===== config.mk =====
export PLATFORM = sky130hd
export DESIGN_NAME = alloc_top
export DESIGN_NICKNAME = d
export VERILOG_FILES = /design/src/hdl/alloc_pkg.sv /design/src/hdl/alloc_mon_if.sv /design/src/hdl/alloc_reg_if.sv /design/src/hdl/alloc_ptr_allocator.sv /design/src/hdl/alloc_reg_blk.sv /design/src/hdl/alloc_ctrl_core.sv /design/src/hdl/alloc_top.sv
export VERILOG_INCLUDE_DIRS = /design/src /design/src/include
export SDC_FILE = /design/constraint.sdc
export NUM_CORES = 1
export LEC_CHECK = 0
export ABC_AREA = 1
export BUFFER_PORTS_ARGS = -buffer_cell sky130_fd_sc_hd__buf_2
export CAP_MARGIN = 20
export CORE_MARGIN = 4
export CORE_UTILIZATION = 50
export CTS_CLUSTER_SIZE = 10
export DETAILED_ROUTE_END_ITERATION = 8
export HOLD_SLACK_MARGIN = 0.06
export PLACE_DENSITY = 0.74
export SETUP_SLACK_MARGIN = 0.4
export SYNTH_ARGS = -nofsm -noshare
export SYNTH_HDL_FRONTEND = slang
export SYNTH_HIERARCHICAL = 1
export SYNTH_SLANG_ARGS = --single-unit

===== constraint.sdc =====
create_clock -name clk -period 6.2 [get_ports clk]
set_input_delay 1.24 -clock clk [delete_from_list [all_inputs] [get_ports clk]]
set_output_delay 1.24 -clock clk [all_outputs]
set_load 0.03 [all_outputs]

===== src/include/alloc_config.svh =====
// ----------------------------------------------------------
// Allocator configuration
// Widths and register map offsets for the pointer allocator
// ----------------------------------------------------------
`ifndef ALLOC_CONFIG_SVH
`define ALLOC_CONFIG_SVH

`define ALLOC_PTR_W   4
`define ALLOC_CNT_W   32
`define ALLOC_DATA_W  32
`define ALLOC_ADDR_W  8
`define ALLOC_NUM_CNT 6

// Register offsets
`define REG_CONTROL          8'h00
`define REG_STATUS           8'h04
`define REG_FLAGS            8'h08
`define REG_ALLOC_ERR_PTR    8'h0C
`define REG_DEALLOC_ERR_PTR  8'h10
`define REG_CNT_ACTIVE       8'h14
`define REG_DBG_STATUS       8'h18
`define REG_DBG_CONTROL      8'h1C
`define REG_CNT_ALLOC        8'h20
`define REG_CNT_ALLOC_FAIL   8'h24
`define REG_CNT_ALLOC_ERR    8'h28
`define REG_CNT_DEALLOC      8'h2C
`define REG_CNT_DEALLOC_FAIL 8'h30
`define REG_CNT_DEALLOC_ERR  8'h34
`define REG_INFO_SIZE        8'h38

`endif


===== src/hdl/alloc_pkg.sv =====
// ----------------------------------------------------------
// Allocator package
// Shared types for the allocator and its register block
// ----------------------------------------------------------
`include "alloc_config.svh"

package alloc_pkg;

    // Pointer into the pool
    typedef logic [`ALLOC_PTR_W-1:0] ptr_t;

    // Debug counter
    typedef logic [`ALLOC_CNT_W-1:0] cnt_t;

    // Register port
    typedef logic [`ALLOC_DATA_W-1:0] reg_data_t;
    typedef logic [`ALLOC_ADDR_W-1:0] reg_addr_t;

    // One bit wider than a pointer so a full pool fits
    typedef logic [`ALLOC_PTR_W:0] active_cnt_t;

    // Allocator FSM, 8 bits wide for the debug status register
    typedef enum logic [7:0] {
        ST_RESET = 8'd0,
        ST_INIT  = 8'd1,
        ST_READY = 8'd2
    } alloc_state_t;

endpackage : alloc_pkg


===== src/hdl/alloc_mon_if.sv =====
// ----------------------------------------------------------
// Allocator monitor interface
// Event pulses and the pointer involved in each event
// ----------------------------------------------------------
`timescale 1ns/1ps

interface alloc_mon_if;
    import alloc_pkg::*;

    logic alloc;
    logic alloc_fail;
    logic alloc_err;
    logic dealloc;
    logic dealloc_fail;
    logic dealloc_err;
    ptr_t ptr;

    modport peripheral (
        output alloc, alloc_fail, alloc_err, dealloc, dealloc_fail, dealloc_err, ptr
    );

    modport controller (
        input alloc, alloc_fail, alloc_err, dealloc, dealloc_fail, dealloc_err, ptr
    );

endinterface : alloc_mon_if


===== src/hdl/alloc_reg_if.sv =====
// ----------------------------------------------------------
// Register interface
// Register values from the block, next values from the core
// ----------------------------------------------------------
`timescale 1ns/1ps
`include "alloc_config.svh"

interface alloc_reg_if;
    import alloc_pkg::*;

    // Control register and debug control pulse
    logic control_reset;
    logic control_enable;
    logic control_alloc_en;
    logic clear_counts;

    // Values read back by the core
    logic [1:0]  flags;
    logic        flags_rd_evt;
    active_cnt_t cnt_active;
    cnt_t        cnt [`ALLOC_NUM_CNT];

    // Next values and their load strobes
    logic [2:0]   status_nxt;
    logic         status_nxt_v;
    logic [1:0]   flags_nxt;
    logic         flags_nxt_v;
    ptr_t         alloc_err_ptr_nxt;
    logic         alloc_err_ptr_nxt_v;
    ptr_t         dealloc_err_ptr_nxt;
    logic         dealloc_err_ptr_nxt_v;
    active_cnt_t  cnt_active_nxt;
    logic         cnt_active_nxt_v;
    alloc_state_t dbg_status_nxt;
    logic         dbg_status_nxt_v;
    cnt_t         cnt_nxt [`ALLOC_NUM_CNT];
    logic [`ALLOC_NUM_CNT-1:0] cnt_nxt_v;

    modport core (
        input  control_reset, control_enable, control_alloc_en, clear_counts,
        input  flags, flags_rd_evt, cnt_active, cnt,
        output status_nxt, status_nxt_v, flags_nxt, flags_nxt_v,
        output alloc_err_ptr_nxt, alloc_err_ptr_nxt_v,
        output dealloc_err_ptr_nxt, dealloc_err_ptr_nxt_v,
        output cnt_active_nxt, cnt_active_nxt_v, dbg_status_nxt, dbg_status_nxt_v,
        output cnt_nxt, cnt_nxt_v
    );

    modport blk (
        output control_reset, control_enable, control_alloc_en, clear_counts,
        output flags, flags_rd_evt, cnt_active, cnt,
        input  status_nxt, status_nxt_v, flags_nxt, flags_nxt_v,
        input  alloc_err_ptr_nxt, alloc_err_ptr_nxt_v,
        input  dealloc_err_ptr_nxt, dealloc_err_ptr_nxt_v,
        input  cnt_active_nxt, cnt_active_nxt_v, dbg_status_nxt, dbg_status_nxt_v,
        input  cnt_nxt, cnt_nxt_v
    );

endinterface : alloc_reg_if


===== src/hdl/alloc_ptr_allocator.sv =====
// ----------------------------------------------------------
// Pointer allocator
// Free bitmap with init sweep, lowest-free allocation and
// classification of every request into one monitor event
// ----------------------------------------------------------
`timescale 1ns/1ps
`include "alloc_config.svh"

module alloc_ptr_allocator (
    input  logic                  clk,
    input  logic                  ctrl_reset,
    input  logic                  ctrl_en,
    input  logic                  ctrl_alloc_en,
    input  logic                  alloc_req,
    input  logic                  dealloc_req,
    input  alloc_pkg::ptr_t       dealloc_ptr,
    output logic                  alloc_gnt,
    output logic                  alloc_nack,
    output alloc_pkg::ptr_t       alloc_ptr,
    output logic                  init_done,
    output alloc_pkg::alloc_state_t state,
    alloc_mon_if.peripheral       mon_if
);
    import alloc_pkg::*;

    localparam int NUM_PTRS = 1 << `ALLOC_PTR_W;

    // Bit set means the pointer is allocated
    logic [NUM_PTRS-1:0] alloc_map;
    ptr_t init_ptr;
    ptr_t free_ptr;
    logic any_free;
    logic ready;
    logic alloc_ok;
    logic grant;
    logic dealloc_ok;
    ptr_t evt_ptr;

    // ------------------------------------------------------
    // FSM and init sweep
    // ------------------------------------------------------
    always_ff @(posedge clk) begin
        if (ctrl_reset) begin
            state    <= ST_RESET;
            init_ptr <= '0;
        end else begin
            case (state)
                ST_RESET: if (ctrl_en) state <= ST_INIT;
                ST_INIT: begin
                    init_ptr <= init_ptr + 1'b1;
                    if (&init_ptr) state <= ST_READY;
                end
                default: ;
            endcase
        end
    end

    assign init_done = (state == ST_READY);
    assign ready     = init_done && ctrl_en;

    // Priority search, lowest index wins
    always_comb begin
        free_ptr = '0;
        any_free = 1'b0;
        for (int i = NUM_PTRS - 1; i >= 0; i--) begin
            if (!alloc_map[i]) begin
                free_ptr = ptr_t'(i);
                any_free = 1'b1;
            end
        end
    end

    assign alloc_ok   = alloc_req && ready && ctrl_alloc_en;
    assign grant      = alloc_ok && any_free;
    assign dealloc_ok = dealloc_req && ready && alloc_map[dealloc_ptr];

    always_ff @(posedge clk) begin
        if (state == ST_INIT) begin
            alloc_map[init_ptr] <= 1'b0;
        end else begin
            if (grant) alloc_map[free_ptr] <= 1'b1;
            if (dealloc_ok) alloc_map[dealloc_ptr] <= 1'b0;
        end
    end

    // ------------------------------------------------------
    // Replies and monitor events
    // ------------------------------------------------------
    always_ff @(posedge clk) begin
        if (ctrl_reset) begin
            alloc_gnt           <= 1'b0;
            alloc_nack          <= 1'b0;
            mon_if.alloc        <= 1'b0;
            mon_if.alloc_fail   <= 1'b0;
            mon_if.alloc_err    <= 1'b0;
            mon_if.dealloc      <= 1'b0;
            mon_if.dealloc_fail <= 1'b0;
            mon_if.dealloc_err  <= 1'b0;
        end else begin
            alloc_gnt           <= grant;
            alloc_nack          <= alloc_req && !grant;
            mon_if.alloc        <= grant;
            mon_if.alloc_fail   <= alloc_ok && !any_free;
            mon_if.alloc_err    <= alloc_req && !alloc_ok;
            mon_if.dealloc      <= dealloc_ok;
            mon_if.dealloc_fail <= dealloc_req && !ready;
            mon_if.dealloc_err  <= dealloc_req && ready && !alloc_map[dealloc_ptr];
        end
    end

    // Allocation side owns the event pointer when both requests arrive
    always_ff @(posedge clk) begin
        evt_ptr <= alloc_req ? free_ptr : dealloc_ptr;
    end

    assign alloc_ptr  = evt_ptr;
    assign mon_if.ptr = evt_ptr;

endmodule : alloc_ptr_allocator


===== src/hdl/alloc_reg_blk.sv =====
// ----------------------------------------------------------
// Register block
// Register file, address decode and registered read data
// ----------------------------------------------------------
`timescale 1ns/1ps
`include "alloc_config.svh"

module alloc_reg_blk (
    input  logic                 clk,
    input  logic                 dbg_cnt_reset,
    input  logic                 reg_wr,
    input  logic                 reg_rd,
    input  alloc_pkg::reg_addr_t reg_addr,
    input  alloc_pkg::reg_data_t reg_wdata,
    output alloc_pkg::reg_data_t reg_rdata,
    output logic                 reg_rvalid,
    alloc_reg_if.blk             reg_if
);
    import alloc_pkg::*;

    localparam reg_data_t INFO_SIZE = reg_data_t'(1 << `ALLOC_PTR_W);

    // Registers with no software write path
    logic [2:0]   status;
    ptr_t         alloc_err_ptr;
    ptr_t         dealloc_err_ptr;
    alloc_state_t dbg_status;

    // ------------------------------------------------------
    // Control and debug control writes
    // ------------------------------------------------------
    // Control bits: 0 reset, 1 enable, 2 allocate enable
    always_ff @(posedge clk) begin
        if (dbg_cnt_reset) begin
            reg_if.control_reset    <= 1'b0;
            reg_if.control_enable   <= 1'b0;
            reg_if.control_alloc_en <= 1'b0;
            reg_if.clear_counts     <= 1'b0;
        end else begin
            if (reg_wr && reg_addr == `REG_CONTROL) begin
                reg_if.control_reset    <= reg_wdata[0];
                reg_if.control_enable   <= reg_wdata[1];
                reg_if.control_alloc_en <= reg_wdata[2];
            end
            reg_if.clear_counts <= reg_wr && reg_addr == `REG_DBG_CONTROL && reg_wdata[0];
        end
    end

    // ------------------------------------------------------
    // Status and counter loads
    // ------------------------------------------------------
    always_ff @(posedge clk) begin
        if (reg_if.status_nxt_v) status <= reg_if.status_nxt;
        if (reg_if.flags_nxt_v) reg_if.flags <= reg_if.flags_nxt;
        if (reg_if.alloc_err_ptr_nxt_v) alloc_err_ptr <= reg_if.alloc_err_ptr_nxt;
        if (reg_if.dealloc_err_ptr_nxt_v) dealloc_err_ptr <= reg_if.dealloc_err_ptr_nxt;
        if (reg_if.cnt_active_nxt_v) reg_if.cnt_active <= reg_if.cnt_active_nxt;
        if (reg_if.dbg_status_nxt_v) dbg_status <= reg_if.dbg_status_nxt;
        for (int i = 0; i < `ALLOC_NUM_CNT; i++) begin
            if (reg_if.cnt_nxt_v[i]) reg_if.cnt[i] <= reg_if.cnt_nxt[i];
        end
    end

    // Flags take only new events on the cycle they are read
    assign reg_if.flags_rd_evt = reg_rd && reg_addr == `REG_FLAGS;

    // ------------------------------------------------------
    // Read path
    // ------------------------------------------------------
    always_ff @(posedge clk) begin
        if (dbg_cnt_reset) reg_rvalid <= 1'b0;
        else reg_rvalid <= reg_rd;
    end

    always_ff @(posedge clk) begin
        case (reg_addr)
            `REG_CONTROL: reg_rdata <= reg_data_t'({reg_if.control_alloc_en,
                                                   reg_if.control_enable,
                                                   reg_if.control_reset});
            `REG_STATUS:           reg_rdata <= reg_data_t'(status);
            `REG_FLAGS:            reg_rdata <= reg_data_t'(reg_if.flags);
            `REG_ALLOC_ERR_PTR:    reg_rdata <= reg_data_t'(alloc_err_ptr);
            `REG_DEALLOC_ERR_PTR:  reg_rdata <= reg_data_t'(dealloc_err_ptr);
            `REG_CNT_ACTIVE:       reg_rdata <= reg_data_t'(reg_if.cnt_active);
            `REG_DBG_STATUS:       reg_rdata <= reg_data_t'(dbg_status);
            `REG_CNT_ALLOC:        reg_rdata <= reg_if.cnt[0];
            `REG_CNT_ALLOC_FAIL:   reg_rdata <= reg_if.cnt[1];
            `REG_CNT_ALLOC_ERR:    reg_rdata <= reg_if.cnt[2];
            `REG_CNT_DEALLOC:      reg_rdata <= reg_if.cnt[3];
            `REG_CNT_DEALLOC_FAIL: reg_rdata <= reg_if.cnt[4];
            `REG_CNT_DEALLOC_ERR:  reg_rdata <= reg_if.cnt[5];
            `REG_INFO_SIZE:        reg_rdata <= INFO_SIZE;
            default:               reg_rdata <= '0;
        endcase
    end

endmodule : alloc_reg_blk


===== src/hdl/alloc_ctrl_core.sv =====
// ----------------------------------------------------------
// Allocator control core
// Control outputs, status, error flags, active count and
// clearable debug counters
// ----------------------------------------------------------
`timescale 1ns/1ps
`include "alloc_config.svh"

module alloc_ctrl_core (
    input  logic                    clk,
    input  logic                    dbg_cnt_reset,
    input  logic                    en,
    input  logic                    init_done,
    input  alloc_pkg::alloc_state_t state,
    output logic                    ctrl_reset,
    output logic                    ctrl_en,
    output logic                    ctrl_alloc_en,
    alloc_mon_if.controller         mon_if,
    alloc_reg_if.core               reg_if
);
    import alloc_pkg::*;

    logic alloc_q;
    logic alloc_fail_q;
    logic alloc_err_q;
    logic dealloc_q;
    logic dealloc_fail_q;
    logic dealloc_err_q;
    ptr_t ptr_q;
    logic cnt_clear;
    logic [`ALLOC_NUM_CNT-1:0] cnt_evt;

    // ------------------------------------------------------
    // Monitor stage
    // ------------------------------------------------------
    always_ff @(posedge clk) begin
        if (dbg_cnt_reset) begin
            {alloc_q, alloc_fail_q, alloc_err_q} <= '0;
            {dealloc_q, dealloc_fail_q, dealloc_err_q} <= '0;
        end else begin
            {alloc_q, alloc_fail_q, alloc_err_q} <=
                {mon_if.alloc, mon_if.alloc_fail, mon_if.alloc_err};
            {dealloc_q, dealloc_fail_q, dealloc_err_q} <=
                {mon_if.dealloc, mon_if.dealloc_fail, mon_if.dealloc_err};
        end
        ptr_q <= mon_if.ptr;
    end

    // ------------------------------------------------------
    // Control
    // ------------------------------------------------------
    // Reset buffer, held one cycle past the source
    always_ff @(posedge clk) begin
        ctrl_reset <= dbg_cnt_reset || reg_if.control_reset;
        cnt_clear  <= dbg_cnt_reset || reg_if.control_reset || reg_if.clear_counts;
    end

    always_ff @(posedge clk) begin
        if (dbg_cnt_reset) ctrl_en <= 1'b0;
        else ctrl_en <= en && reg_if.control_enable;
    end

    assign ctrl_alloc_en = reg_if.control_alloc_en;

    // Status bits: 0 reset, 1 init done, 2 enabled
    assign reg_if.status_nxt_v     = 1'b1;
    assign reg_if.status_nxt       = {ctrl_en, init_done, ctrl_reset};
    assign reg_if.dbg_status_nxt_v = 1'b1;
    assign reg_if.dbg_status_nxt   = state;

    // ------------------------------------------------------
    // Error flags and pointers
    // ------------------------------------------------------
    // Flag bits: 0 alloc error, 1 dealloc error
    assign reg_if.flags_nxt_v = 1'b1;
    always_comb begin
        if (ctrl_reset) reg_if.flags_nxt = 2'b00;
        else if (reg_if.flags_rd_evt) reg_if.flags_nxt = {dealloc_err_q, alloc_err_q};
        else reg_if.flags_nxt = reg_if.flags | {dealloc_err_q, alloc_err_q};
    end

    assign reg_if.alloc_err_ptr_nxt_v   = alloc_err_q;
    assign reg_if.alloc_err_ptr_nxt     = ptr_q;
    assign reg_if.dealloc_err_ptr_nxt_v = dealloc_err_q;
    assign reg_if.dealloc_err_ptr_nxt   = ptr_q;

    // Active count moves only on a lone alloc or dealloc
    always_comb begin
        reg_if.cnt_active_nxt_v = ctrl_reset || (alloc_q ^ dealloc_q);
        if (ctrl_reset) reg_if.cnt_active_nxt = '0;
        else if (alloc_q) reg_if.cnt_active_nxt = reg_if.cnt_active + 1'b1;
        else reg_if.cnt_active_nxt = reg_if.cnt_active - 1'b1;
    end

    // ------------------------------------------------------
    // Debug counters, wrapping
    // ------------------------------------------------------
    assign cnt_evt = {dealloc_err_q, dealloc_fail_q, dealloc_q,
                      alloc_err_q, alloc_fail_q, alloc_q};

    always_comb begin
        for (int i = 0; i < `ALLOC_NUM_CNT; i++) begin
            reg_if.cnt_nxt_v[i] = cnt_clear || cnt_evt[i];
            reg_if.cnt_nxt[i]   = cnt_clear ? '0 : reg_if.cnt[i] + 1'b1;
        end
    end

endmodule : alloc_ctrl_core


===== src/hdl/alloc_top.sv =====
// ----------------------------------------------------------
// Allocator top level
// Pointer allocator with its control core and register block
// ----------------------------------------------------------
`timescale 1ns/1ps

module alloc_top (
    input  logic                 clk,
    input  logic                 dbg_cnt_reset,
    // Register port
    input  logic                 reg_wr,
    input  logic                 reg_rd,
    input  alloc_pkg::reg_addr_t reg_addr,
    input  alloc_pkg::reg_data_t reg_wdata,
    output alloc_pkg::reg_data_t reg_rdata,
    output logic                 reg_rvalid,
    // Allocation and deallocation
    input  logic                 alloc_req,
    output logic                 alloc_gnt,
    output alloc_pkg::ptr_t      alloc_ptr,
    output logic                 alloc_nack,
    input  logic                 dealloc_req,
    input  alloc_pkg::ptr_t      dealloc_ptr,
    input  logic                 en
);
    import alloc_pkg::*;

    logic         ctrl_reset;
    logic         ctrl_en;
    logic         ctrl_alloc_en;
    logic         init_done;
    alloc_state_t state;

    alloc_mon_if mon_if ();
    alloc_reg_if reg_if ();

    alloc_ptr_allocator alloc_ptr_allocator_inst (
        .clk, .ctrl_reset, .ctrl_en, .ctrl_alloc_en,
        .alloc_req, .dealloc_req, .dealloc_ptr,
        .alloc_gnt, .alloc_nack, .alloc_ptr,
        .init_done, .state,
        .mon_if (mon_if.peripheral)
    );

    alloc_ctrl_core alloc_ctrl_core_inst (
        .clk, .dbg_cnt_reset, .en, .init_done, .state,
        .ctrl_reset, .ctrl_en, .ctrl_alloc_en,
        .mon_if (mon_if.controller),
        .reg_if (reg_if.core)
    );

    alloc_reg_blk alloc_reg_blk_inst (
        .clk, .dbg_cnt_reset,
        .reg_wr, .reg_rd, .reg_addr, .reg_wdata,
        .reg_rdata, .reg_rvalid,
        .reg_if (reg_if.blk)
    );

endmodule : alloc_top


==> results of run 1 <==
routing by layer:
layer	wire length, um	global-route usage (%)	share of wire (%)
met1	21700	34.6	46
met2	21400	37.5	45
met3	3200	2.72	6.7
met4	1270	6.83	2.7
met5	0	0	0
report_power, final:
group          internal [mW]  total, mW  switching, mW
sequential              2.28       2.40          0.121
clock                   1.19       2.00          0.816
combinational         0.0956      0.302          0.207
stage by stage:
step	util (%)	cell area (um2)	hold WS, ps	power (mW)
after floorplan	-	18000	388	2.64
after CTS	55.2	19600	353	4.74
final	55.3	19700	353	4.71
after global routing	55.3	19700	365	4.88
after detailed placement	52.1	18500	340	2.74
after global placement	52.1	18500	339	2.72
area by class of cell:
type,instances,area [um2]
Timing Repair Buffer,70,383
Clock buffer,64,1090
Tap cell,461,577
Antenna cell,1,2.50
Clock inverter,2,17.5
Fill cell,3328,15900
Multi-Input combinational cell,1887,8630
Sequential cell,301,8210
Inverter,200,753
cells in the mapped netlist, drive strengths merged:
master | n | area (um2)
a21oi | 186 | 931
clkinv | 1 | 3.75
clkbuf | 13 | 48.8
xnor2 | 1 | 8.76
dfxtp | 83 | 1660
xor2 | 15 | 131
o21ai | 42 | 210
ha | 13 | 163
o311ai | 2 | 17.5
nand3b | 9 | 80.1
nand2 | 844 | 3280
a31o | 1 | 8.76
nor2 | 515 | 2350
o22ai | 3 | 18.8
edfxtp | 218 | 6550
nor3 | 20 | 115
or2 | 12 | 75.1
fa | 1 | 20.0
and3 | 6 | 37.5
inv | 199 | 747
o221ai | 1 | 8.76
o21bai | 1 | 7.51
a22oi | 3 | 22.5
buf | 65 | 414
nor4 | 3 | 18.8
o21a | 12 | 90.1
and2 | 11 | 68.8
nand4 | 11 | 68.8
nand3 | 162 | 826
nor3b | 4 | 30.0
conb | 2 | 7.51
critical path, delay by kind of cell:
family          cells  cell delay [ps]
simple gates        6             1750
buf+inv             1              120
compound gates      1               60
registers in the layout (all words and copies together), names as in the netlist, 2 cells and up:
| signal | flops |
|---|---|
| alloc_ctrl_core_inst/reg_if.alloc_err_ptr_nxt | 4 |
| alloc_ptr_allocator_inst/alloc_map | 16 |
| alloc_ptr_allocator_inst/alloc_ptr | 4 |
| alloc_ptr_allocator_inst/init_ptr | 4 |
| alloc_ptr_allocator_inst/state | 2 |
| alloc_reg_blk_inst/alloc_err_ptr | 4 |
| alloc_reg_blk_inst/dbg_status | 8 |
| alloc_reg_blk_inst/dealloc_err_ptr | 4 |
| alloc_reg_blk_inst/reg_if.cnt | 192 |
| alloc_reg_blk_inst/reg_if.cnt_active | 5 |
| alloc_reg_blk_inst/reg_if.flags | 2 |
| alloc_reg_blk_inst/reg_rdata | 32 |
| alloc_reg_blk_inst/status | 3 |
how the worst max path moves through the flow:
stage	slack, ps	to	from	depth (start not counted)
final	3480	alloc_reg_blk_inst/reg_rdata[24]$_DFF_P_	reg_addr[1]	8
after global placement	2920	alloc_reg_blk_inst/reg_rdata[5]$_DFF_P_	reg_addr[7]	8
after detailed placement	2890	alloc_reg_blk_inst/reg_rdata[7]$_DFF_P_	reg_addr[7]	8
after global routing	3330	alloc_reg_blk_inst/reg_rdata[11]$_DFF_P_	reg_addr[1]	8
after CTS	3450	alloc_reg_blk_inst/reg_rdata[7]$_DFF_P_	reg_addr[7]	8
after floorplan	3790	alloc_ptr_allocator_inst/alloc_map[1]$_DFF_P_	dealloc_ptr[0]	11
cells by family after synthesis:
family          after synthesis
compound gates              251
xor+xnor                     16
fa+ha+maj                    14
buf+inv                     278
flops                       301
other cells                   2
simple gates               1597
==> impl_metrics.toml, run 1 <==
[layout]
mostFrequentLayoutCell = "nand2_1"
final_cell_mix = "808 x nand2_1, 435 x nor2_1, 218 x edfxtp_1"
nets = 2562
syn_to_final_growth_pct = 9.11
fin_cells = 2986
drive_gt1_share_pct = 10.5

[hold_path]
min_to = "alloc_ctrl_core_inst/reg_if.alloc_err_ptr_nxt[1]$_DFF_P_"
min_from = "alloc_ptr_allocator_inst/alloc_ptr[1]$_DFF_P_"
hp-class = "reg -> reg"
hold-path-cell-count = 0

[route]
drtAntennaViolNets = 0
num_vias = 16034
routed_via_density = 5.37
drt_iter0_markers = 1785
wl_per_cell_um = 15.9
firstDrtPassIters = 6
drt_wl_total_um = 47500
drc_errors = 0

[timing]
slew_headroom_pct = 33.7
setup_viol = 0
max_freq_mhz = 368
fin_skew_ps = 21.6
timing.final.ws_setup_ps = 3480
worst_pin_slew_ps = 993
rsz0062_at_grt = "false"
fin_setup_tns_ps = 0
post-route-min-period_ps = 2720
period_share_pct = 43.9
report.final.slew_viol_count = 0
hold_viol = 0

[cts]
postCtsSetupRepairBufs = 0
ctsResizeCount = 0
hold_buffers = 0
cts_root_buf = "clkbuf_16"
numCtsBuffers = 37
clock_latency_ps = 520
cts_max_level = 2
path_clk_slew_ps = 50
cts_sinks = 301
cts_buffer_depth = 3
cts_tree = "done"

[placement]
io_buffers = 60
place_ws_ps = 2890
dp_hpwl_um = 35000
gp_congestion = 0.934
placedCellCount = 2918

[floorplanning]
num_rows = 69
initial_utilization_pct = 50.6
die_height_um = 198
core_area_mm2 = 0.0356
die_w_um = 198
io_pins = 90
dieArea_mm2 = 0.0391

[synthesis]
syn_avg_cell_area_um2 = 7.33
ys_seq_area_share_pct = 45.6
synth.mux.area_fraction_pct = 0
synth_compound_gate_area_share_pct = 7.30
synth_fa_ha_area_share_pct = 1.01
syn_inst = 2459
yosys.area_share.simple_pct = 38.6
synth_cell_type_count = 44
ys_ff_latch = 301
synth.cell_area_mm2 = 0.0180
yosys_warnings = 6
synth_top_family_by_area = "simple AND/OR/NAND/NOR gates"
synthXorXnorAreaFrac_pct = 0.778

[power_and_ir_drop]
power_density_mw_per_mm2 = 239
ir_drop_mv = 0.222
cellLeakagePower_nw = 8.22

[grt]
grt_pass1_vias = 14656
antenna_found_initial = 1
grt_pass1_wl_um = 75700
grtUsageTotal_pct = 23.7
overflow = 0
grt_max_degree = 74

[worst_setup_path]
r2r_cells = 5
slowest_stage = "nor2_2"
start_kind = "input port"
slowest_delay_ps = 810
reg2reg_from = "alloc_ctrl_core_inst/cnt_clear$_DFF_P_"
critical_path.cell_chain = "buf_2, nor2_4, nand3_1, nor2_2, nand2_1, nand2_1, a21oi_1, nand2_1"
path_common_cell = "nand2_1"
crit_arrival_ps = 3180
worstPathMaxFanout = 30
reg2reg_slack_ps = 3580
criticalPathCategory = "in -> reg"
r2r-end = "alloc_reg_blk_inst/reg_if.cnt[136]$_DFFE_PP_"
required_ps = 6660
critical_path.endpoint_type = "flop"

[run]
maxCapViolCount = 0

[status]
outcome = "completed"
Power figures use the tool's default switching activity.
==> inputs of run 2 (changes only) <==
Settings changed: PLACE_DENSITY 0.74 to 0.77.
Clock period 6.2 ns to 2.3 ns, I/O delays scaled along.
==> run 2 against run 1 <==
  * Sequential power increased to 2.7 times the previous value
  * Routed wire length increased by 2.5%
  * Non-clock buffer count increased by 19
  * Worst hold slack got worse by 210 ps
  * Setup slack got worse by 3000 ps
  * Global-route usage increased by 0.78 points
  * Register-to-register slack got worse by 3100 ps
  * Combinational power increased to 2.8 times the previous value
  * Sequential share of layout area decreased by 0.46 points
  * Final cell count increased by 0.67%
  * Clock power increased to 2.7 times the previous value
  * Highest routed layer unchanged
==> impl_metrics.toml, run 2 (synthesis gave the netlist of run 1 again) <==
[timing]
slew_headroom_pct = 47.1
fin_skew_ps = 30.6
report.final.slew_viol_count = 0
post-route-min-period_ps = 1840
rsz0062_at_grt = "true"
hold_viol = 0
max_freq_mhz = 545
worst_pin_slew_ps = 785
fin_setup_tns_ps = 0
period_share_pct = 79.8
setup_viol = 0

[power_and_ir_drop]
p_sw_mw = 3.20
clockPowerShare_pct = 42.3
combinationalPowerShare_pct = 6.6
power_density_mw_per_mm2 = 637
internal-power_mw = 9.47
seqPwrFrac_pct = 51.1
ir_drop_mv = 0.689
cellLeakagePower_nw = 8.34
p_sw_share_pct = 25.3

[worst_setup_path]
start_kind = "flop"
reg2reg_from = "alloc_ptr_allocator_inst/state[1]$_SDFFE_PP0P_"
startpoint = "alloc_ptr_allocator_inst/state[1]$_SDFFE_PP0P_"
r2r_cells = 8
reg2reg_slack_ps = 460
r2r-end = "alloc_ptr_allocator_inst/alloc_map[15]$_DFF_P_"
crit_arrival_ps = 2310
endpoint = "alloc_ptr_allocator_inst/alloc_map[15]$_DFF_P_"
required_ps = 2780
criticalPathCategory = "reg -> reg"
worstPathMaxFanout = 6
critical_path.endpoint_type = "flop"

[layout]
syn_to_final_growth_pct = 10.5
final_util_pct = 56.0
drive_gt1_share_pct = 11.8
fill_cells = 3385
fin_cells = 3006
largest_reg_flops = 192
final_cell_mix = "804 x nand2_1, 433 x nor2_1, 218 x edfxtp_1"
largest-register = "alloc_reg_blk_inst/reg_if.cnt"
nets = 2581
multi_input_area_mm2 = 0.00868
area.sequential_mm2 = 0.00822
reg_top3 = "alloc_reg_blk_inst/reg_if.cnt: 192 flops, alloc_reg_blk_inst/reg_rdata: 32 flops, alloc_ptr_allocator_inst/alloc_map: 16 flops"
mostFrequentLayoutCell = "nand2_1"
finalInstanceArea_mm2 = 0.0199

[hold_path]
min_from = "en"
hp-class = "in -> reg"
hold-path-cell-count = 3

[route]
num_vias = 16405
drtAntennaViolNets = 0
firstDrtPassIters = 5
drt_wl_total_um = 48700
drt_iter0_markers = 1502
routed_via_density = 5.46
wl_per_cell_um = 16.2
drc_errors = 0

[cts]
cts_max_level = 2
cts_sinks = 301
numCtsBuffers = 37
cts_buffer_depth = 3
hold_buffers = 0
cts_root_buf = "clkbuf_16"
path_clk_slew_ps = 50
cts_tree = "done"
clock_latency_ps = 560

[grt]
grtUsageTotal_pct = 24.5
grt_pass1_vias = 15411
grt_max_degree = 75
overflow = 0
antenna_found_initial = 2
grt_pass1_wl_um = 78400

[placement]
placedCellCount = 2932
place_area_mm2 = 0.0187
gp_congestion = 0.956
io_buffers = 60
dp_hpwl_um = 35700

[run]
maxCapViolCount = 0

[floorplanning]
core_area_mm2 = 0.0356
dieArea_mm2 = 0.0391
num_rows = 69
io_pins = 90
initial_utilization_pct = 50.6
die_w_um = 198
die_height_um = 198

[status]
outcome = "completed"
run 2: cell count changes in the layout (fill, tap and decap cells not counted), sizes merged:
cell and change:
inv -1, diode +1, buf +19, clkinv +6, clkbuf -5
run 2: repair_timing:
item | CTS | global route
pin swaps | 0 | 5
endpoints found under the setup margin | 1 | 16
gates resized for setup | 2 | 22
buffers inserted | 0 | 6
run 2: power by group through the flow:
| stage | Combinational [mW] | Sequential, mW | Clock (mW) |
|---|---|---|---|
| 2_1_floorplan | 0.619 | 6.49 | 0 |
| 5_1_grt | 0.947 | 6.52 | 5.66 |
| 3_5_place_dp | 0.823 | 6.58 | 0 |
| 4_1_cts | 0.828 | 6.47 | 5.45 |
| 6_report | 0.836 | 6.48 | 5.36 |
| 3_3_place_gp | 0.791 | 6.56 | 0 |
run 2: worst min-delay path by stage:
stage | to | slack (ps)
6_report | alloc_ctrl_core_inst/ctrl_en$_SDFF_PP0_ | 150
5_1_grt | alloc_ctrl_core_inst/ctrl_en$_SDFF_PP0_ | 150
4_1_cts | alloc_ctrl_core_inst/ctrl_en$_SDFF_PP0_ | 130
3_5_place_dp | alloc_ctrl_core_inst/reg_if.alloc_err_ptr_nxt[2]$_DFF_P_ | 330
3_3_place_gp | alloc_ctrl_core_inst/reg_if.alloc_err_ptr_nxt[3]$_DFF_P_ | 330
2_1_floorplan | alloc_ctrl_core_inst/alloc_fail_q$_SDFF_PP0_ | 390
run 2: layer usage:
metal | routed length, um | vias up | GRT usage [%]
met1 | 20800 | 7563 | 34.1
met2 | 22300 | 704 | 38.9
met4 | 1510 | 0 | 7.96
li1 | - | 8041 | -
met5 | 0 | - | 0
met3 | 4150 | 97 | 4.41
run 2: metrics by stage:
step | hold WS [ps] | power [mW] | setup WS, ps
floorplan | 388 | 7.11 | 345
global placement | 331 | 7.35 | 231
detailed placement | 332 | 7.40 | 200
CTS | 129 | 12.7 | 417
global route | 148 | 13.1 | 361
finish | 148 | 12.7 | 464
run 2: layout make-up:
cell class                      count  share of cell area [%]
Sequential cell                   301                    41.3
Inverter                          200                    3.78
Timing Repair Buffer               89                    2.98
Clock buffer                       59                    5.12
Tap cell                          461                    2.90
Clock inverter                      7                   0.295
Multi-Input combinational cell   1887                    43.6
Antenna cell                        2                  0.0251
run 2: critical path, stage by stage, from the launching register on:
cell	delay (ps)
dfxtp_1	400
inv_2	50
nor2_1	170
nand4_1	290
nor2_4	260
nand4_1	220
o21ai_0	240
nand3_1	90
nand2_1	60
==> inputs of run 3 (changes only) <==
Settings changed: PLACE_DENSITY 0.77 to 0.74.
Clock period 2.3 ns to 1.7 ns, I/O delays scaled along.
==> run 3 against run 2 <==
  * First-iteration DRC count rose by 50%
  * Die area is the same
  * Cell area is 26% higher
  * Count of clock-buffer cells in the layout rose by 3
  * Non-clock buffer count up 340
  * Combinational power is 150% higher
  * Largest power group unchanged
  * Core utilization grew 15 points
  * Worst hold slack got worse by 78 ps
  * Power is 44% higher
  * Via count up 14%
  * Setup slack got worse by 450 ps
==> impl_metrics.toml, run 3 (synthesis gave the netlist of run 1 again) <==
[status]
outcome = "completed"

[timing]
hold_viol = 0
period_share_pct = 99.5
slew_headroom_pct = 50.8
post-route-min-period_ps = 1690
worst_pin_slew_ps = 735
setup_viol = 0
fin_setup_tns_ps = 0
fin_skew_ps = 24.2
max_freq_mhz = 591
rsz0062_at_grt = "true"
report.final.slew_viol_count = 0

[floorplanning]
core_area_mm2 = 0.0356
initial_utilization_pct = 50.6
die_w_um = 198
io_pins = 90
die_height_um = 198
dieArea_mm2 = 0.0391
num_rows = 69

[route]
drt_wl_total_um = 60300
drc_errors = 0
wl_per_cell_um = 18.0
routed_via_density = 5.61
drt_iter0_markers = 2249
drtAntennaViolNets = 0
firstDrtPassIters = 6
num_vias = 18769

[layout]
nets = 2924
reg_top3 = "alloc_reg_blk_inst/reg_if.cnt: 192 flops, alloc_reg_blk_inst/reg_rdata: 32 flops, alloc_ptr_allocator_inst/alloc_map: 16 flops"
drive_gt1_share_pct = 36.5
final_util_pct = 70.5
final_cell_mix = "726 x nand2_1, 342 x nor2_1, 279 x buf_4"
syn_to_final_growth_pct = 39.2
mostFrequentLayoutCell = "nand2_1"
fin_cells = 3348
finalInstanceArea_mm2 = 0.0251
largest-register = "alloc_reg_blk_inst/reg_if.cnt"
largest_reg_flops = 192

[grt]
grt_pass1_wl_um = 87500
grt_max_degree = 80
antenna_found_initial = 2
overflow = 0
grt_pass1_vias = 17197
grtUsageTotal_pct = 27.3

[hold_path]
min_from = "alloc_req"
hp-class = "in -> reg"

[cts]
numCtsBuffers = 37
cts_sinks = 301
cts_root_buf = "clkbuf_16"
cts_tree = "done"
path_clk_slew_ps = 60
cts_buffer_depth = 3
clock_latency_ps = 540
cts_max_level = 2

[worst_setup_path]
critical_path.endpoint_type = "flop"
criticalPathCategory = "reg -> reg"
crit_arrival_ps = 2080
r2r-end = "alloc_reg_blk_inst/reg_if.cnt[113]$_DFFE_PP_"
endpoint = "alloc_reg_blk_inst/reg_if.cnt[113]$_DFFE_PP_"
worstPathMaxFanout = 5
r2r_cells = 9
required_ps = 2090
reg2reg_slack_ps = 9
reg2reg_from = "alloc_reg_blk_inst/reg_if.cnt[96]$_DFFE_PP_"
start_kind = "flop"
startpoint = "alloc_reg_blk_inst/reg_if.cnt[96]$_DFFE_PP_"

[placement]
io_buffers = 60
gp_congestion = 0.934
dp_hpwl_um = 37000
placedCellCount = 2977
place_area_mm2 = 0.0194

[power_and_ir_drop]
power.total_mw = 18.2
cellLeakagePower_nw = 10.7
ir_drop_mv = 1.04
power_density_mw_per_mm2 = 726

[run]
maxCapViolCount = 0
==> run 3: cell types whose count changed in the layout (fill, tap and decap cells not counted), sizes merged <==
cell	delta
inv	-1
clkinv	-4
nand2	+3
dlygate4sd3	+1
clkbuf	+5
clkinvlp	+1
buf	+337
==> run 3: power by group <==
part / internal (mW) / leakage, nW / switching (mW)
combinational: 0.908 / 7.25 / 1.17
clock: 4.28 / 0.526 / 3.10
sequential: 8.31 / 2.93 / 0.440
total: 13.5 / 10.7 / 4.71
==> run 3: worst max-delay path: stages, from the launching register on <==
cell and delay (ps):
edfxtp_1 430, buf_6 130, buf_6 90, inv_4 30, nor2_4 180, nand2_4 150, nor2_4 240, buf_4 150
a21oi_1 60, nor2_1 110
==> run 3: how the worst min path moves through the flow <==
stage                                                               end  slack, ps  cells after the start
2_1_floorplan              alloc_ctrl_core_inst/alloc_fail_q$_SDFF_PP0_        390                      2
3_3_place_gp   alloc_ctrl_core_inst/reg_if.alloc_err_ptr_nxt[1]$_DFF_P_        340                      0
3_5_place_dp   alloc_ctrl_core_inst/reg_if.alloc_err_ptr_nxt[1]$_DFF_P_        340                      0
4_1_cts         alloc_reg_blk_inst/reg_if.control_alloc_en$_SDFFE_PP0P_         70                      3
5_1_grt           alloc_reg_blk_inst/reg_if.control_enable$_SDFFE_PP0P_         70                      3
6_report                  alloc_ptr_allocator_inst/alloc_ptr[1]$_DFF_P_         70                      2
==> run 3: cell type report <==
class / instances / area (um2)
timing repair buffer: 429 / 3760
tap: 461 / 577
multi-input combinational: 1890 / 10500
clock inverter: 3 / 18.8
antenna: 2 / 5.00
clock buffer: 62 / 1070
sequential: 301 / 8310
inverter: 200 / 820
fill: 2570 / 10500
==> run 3: metal layers <==
metal	global-route usage [%]	wire (um)	up-vias
li1	-	-	8715
met1	37.1	23500	8743
met2	45.2	28700	1110
met3	4.02	5440	201
met4	9.18	2610	0
met5	0	0	-
==> run 3: repair_timing <==
| action | in CTS | in global routing |
|---|---|---|
| gates resized for setup | 257 | 426 |
| hold buffers | 1 | 0 |
| endpoints found under the setup margin | 391 | 361 |
| pin swaps | 132 | 152 |
| cloned | 2 | 3 |
| hold endpoints to repair | 1 | 0 |
| buffers inserted | 206 | 92 |
==> run 3: per-stage QoR <==
stage	hold WS (ps)	setup WS, ps
6_report	70.0	9.03
5_1_grt	74.6	-122
4_1_cts	66.0	78.0
3_5_place_dp	341	-116
3_3_place_gp	341	-123
2_1_floorplan	388	245
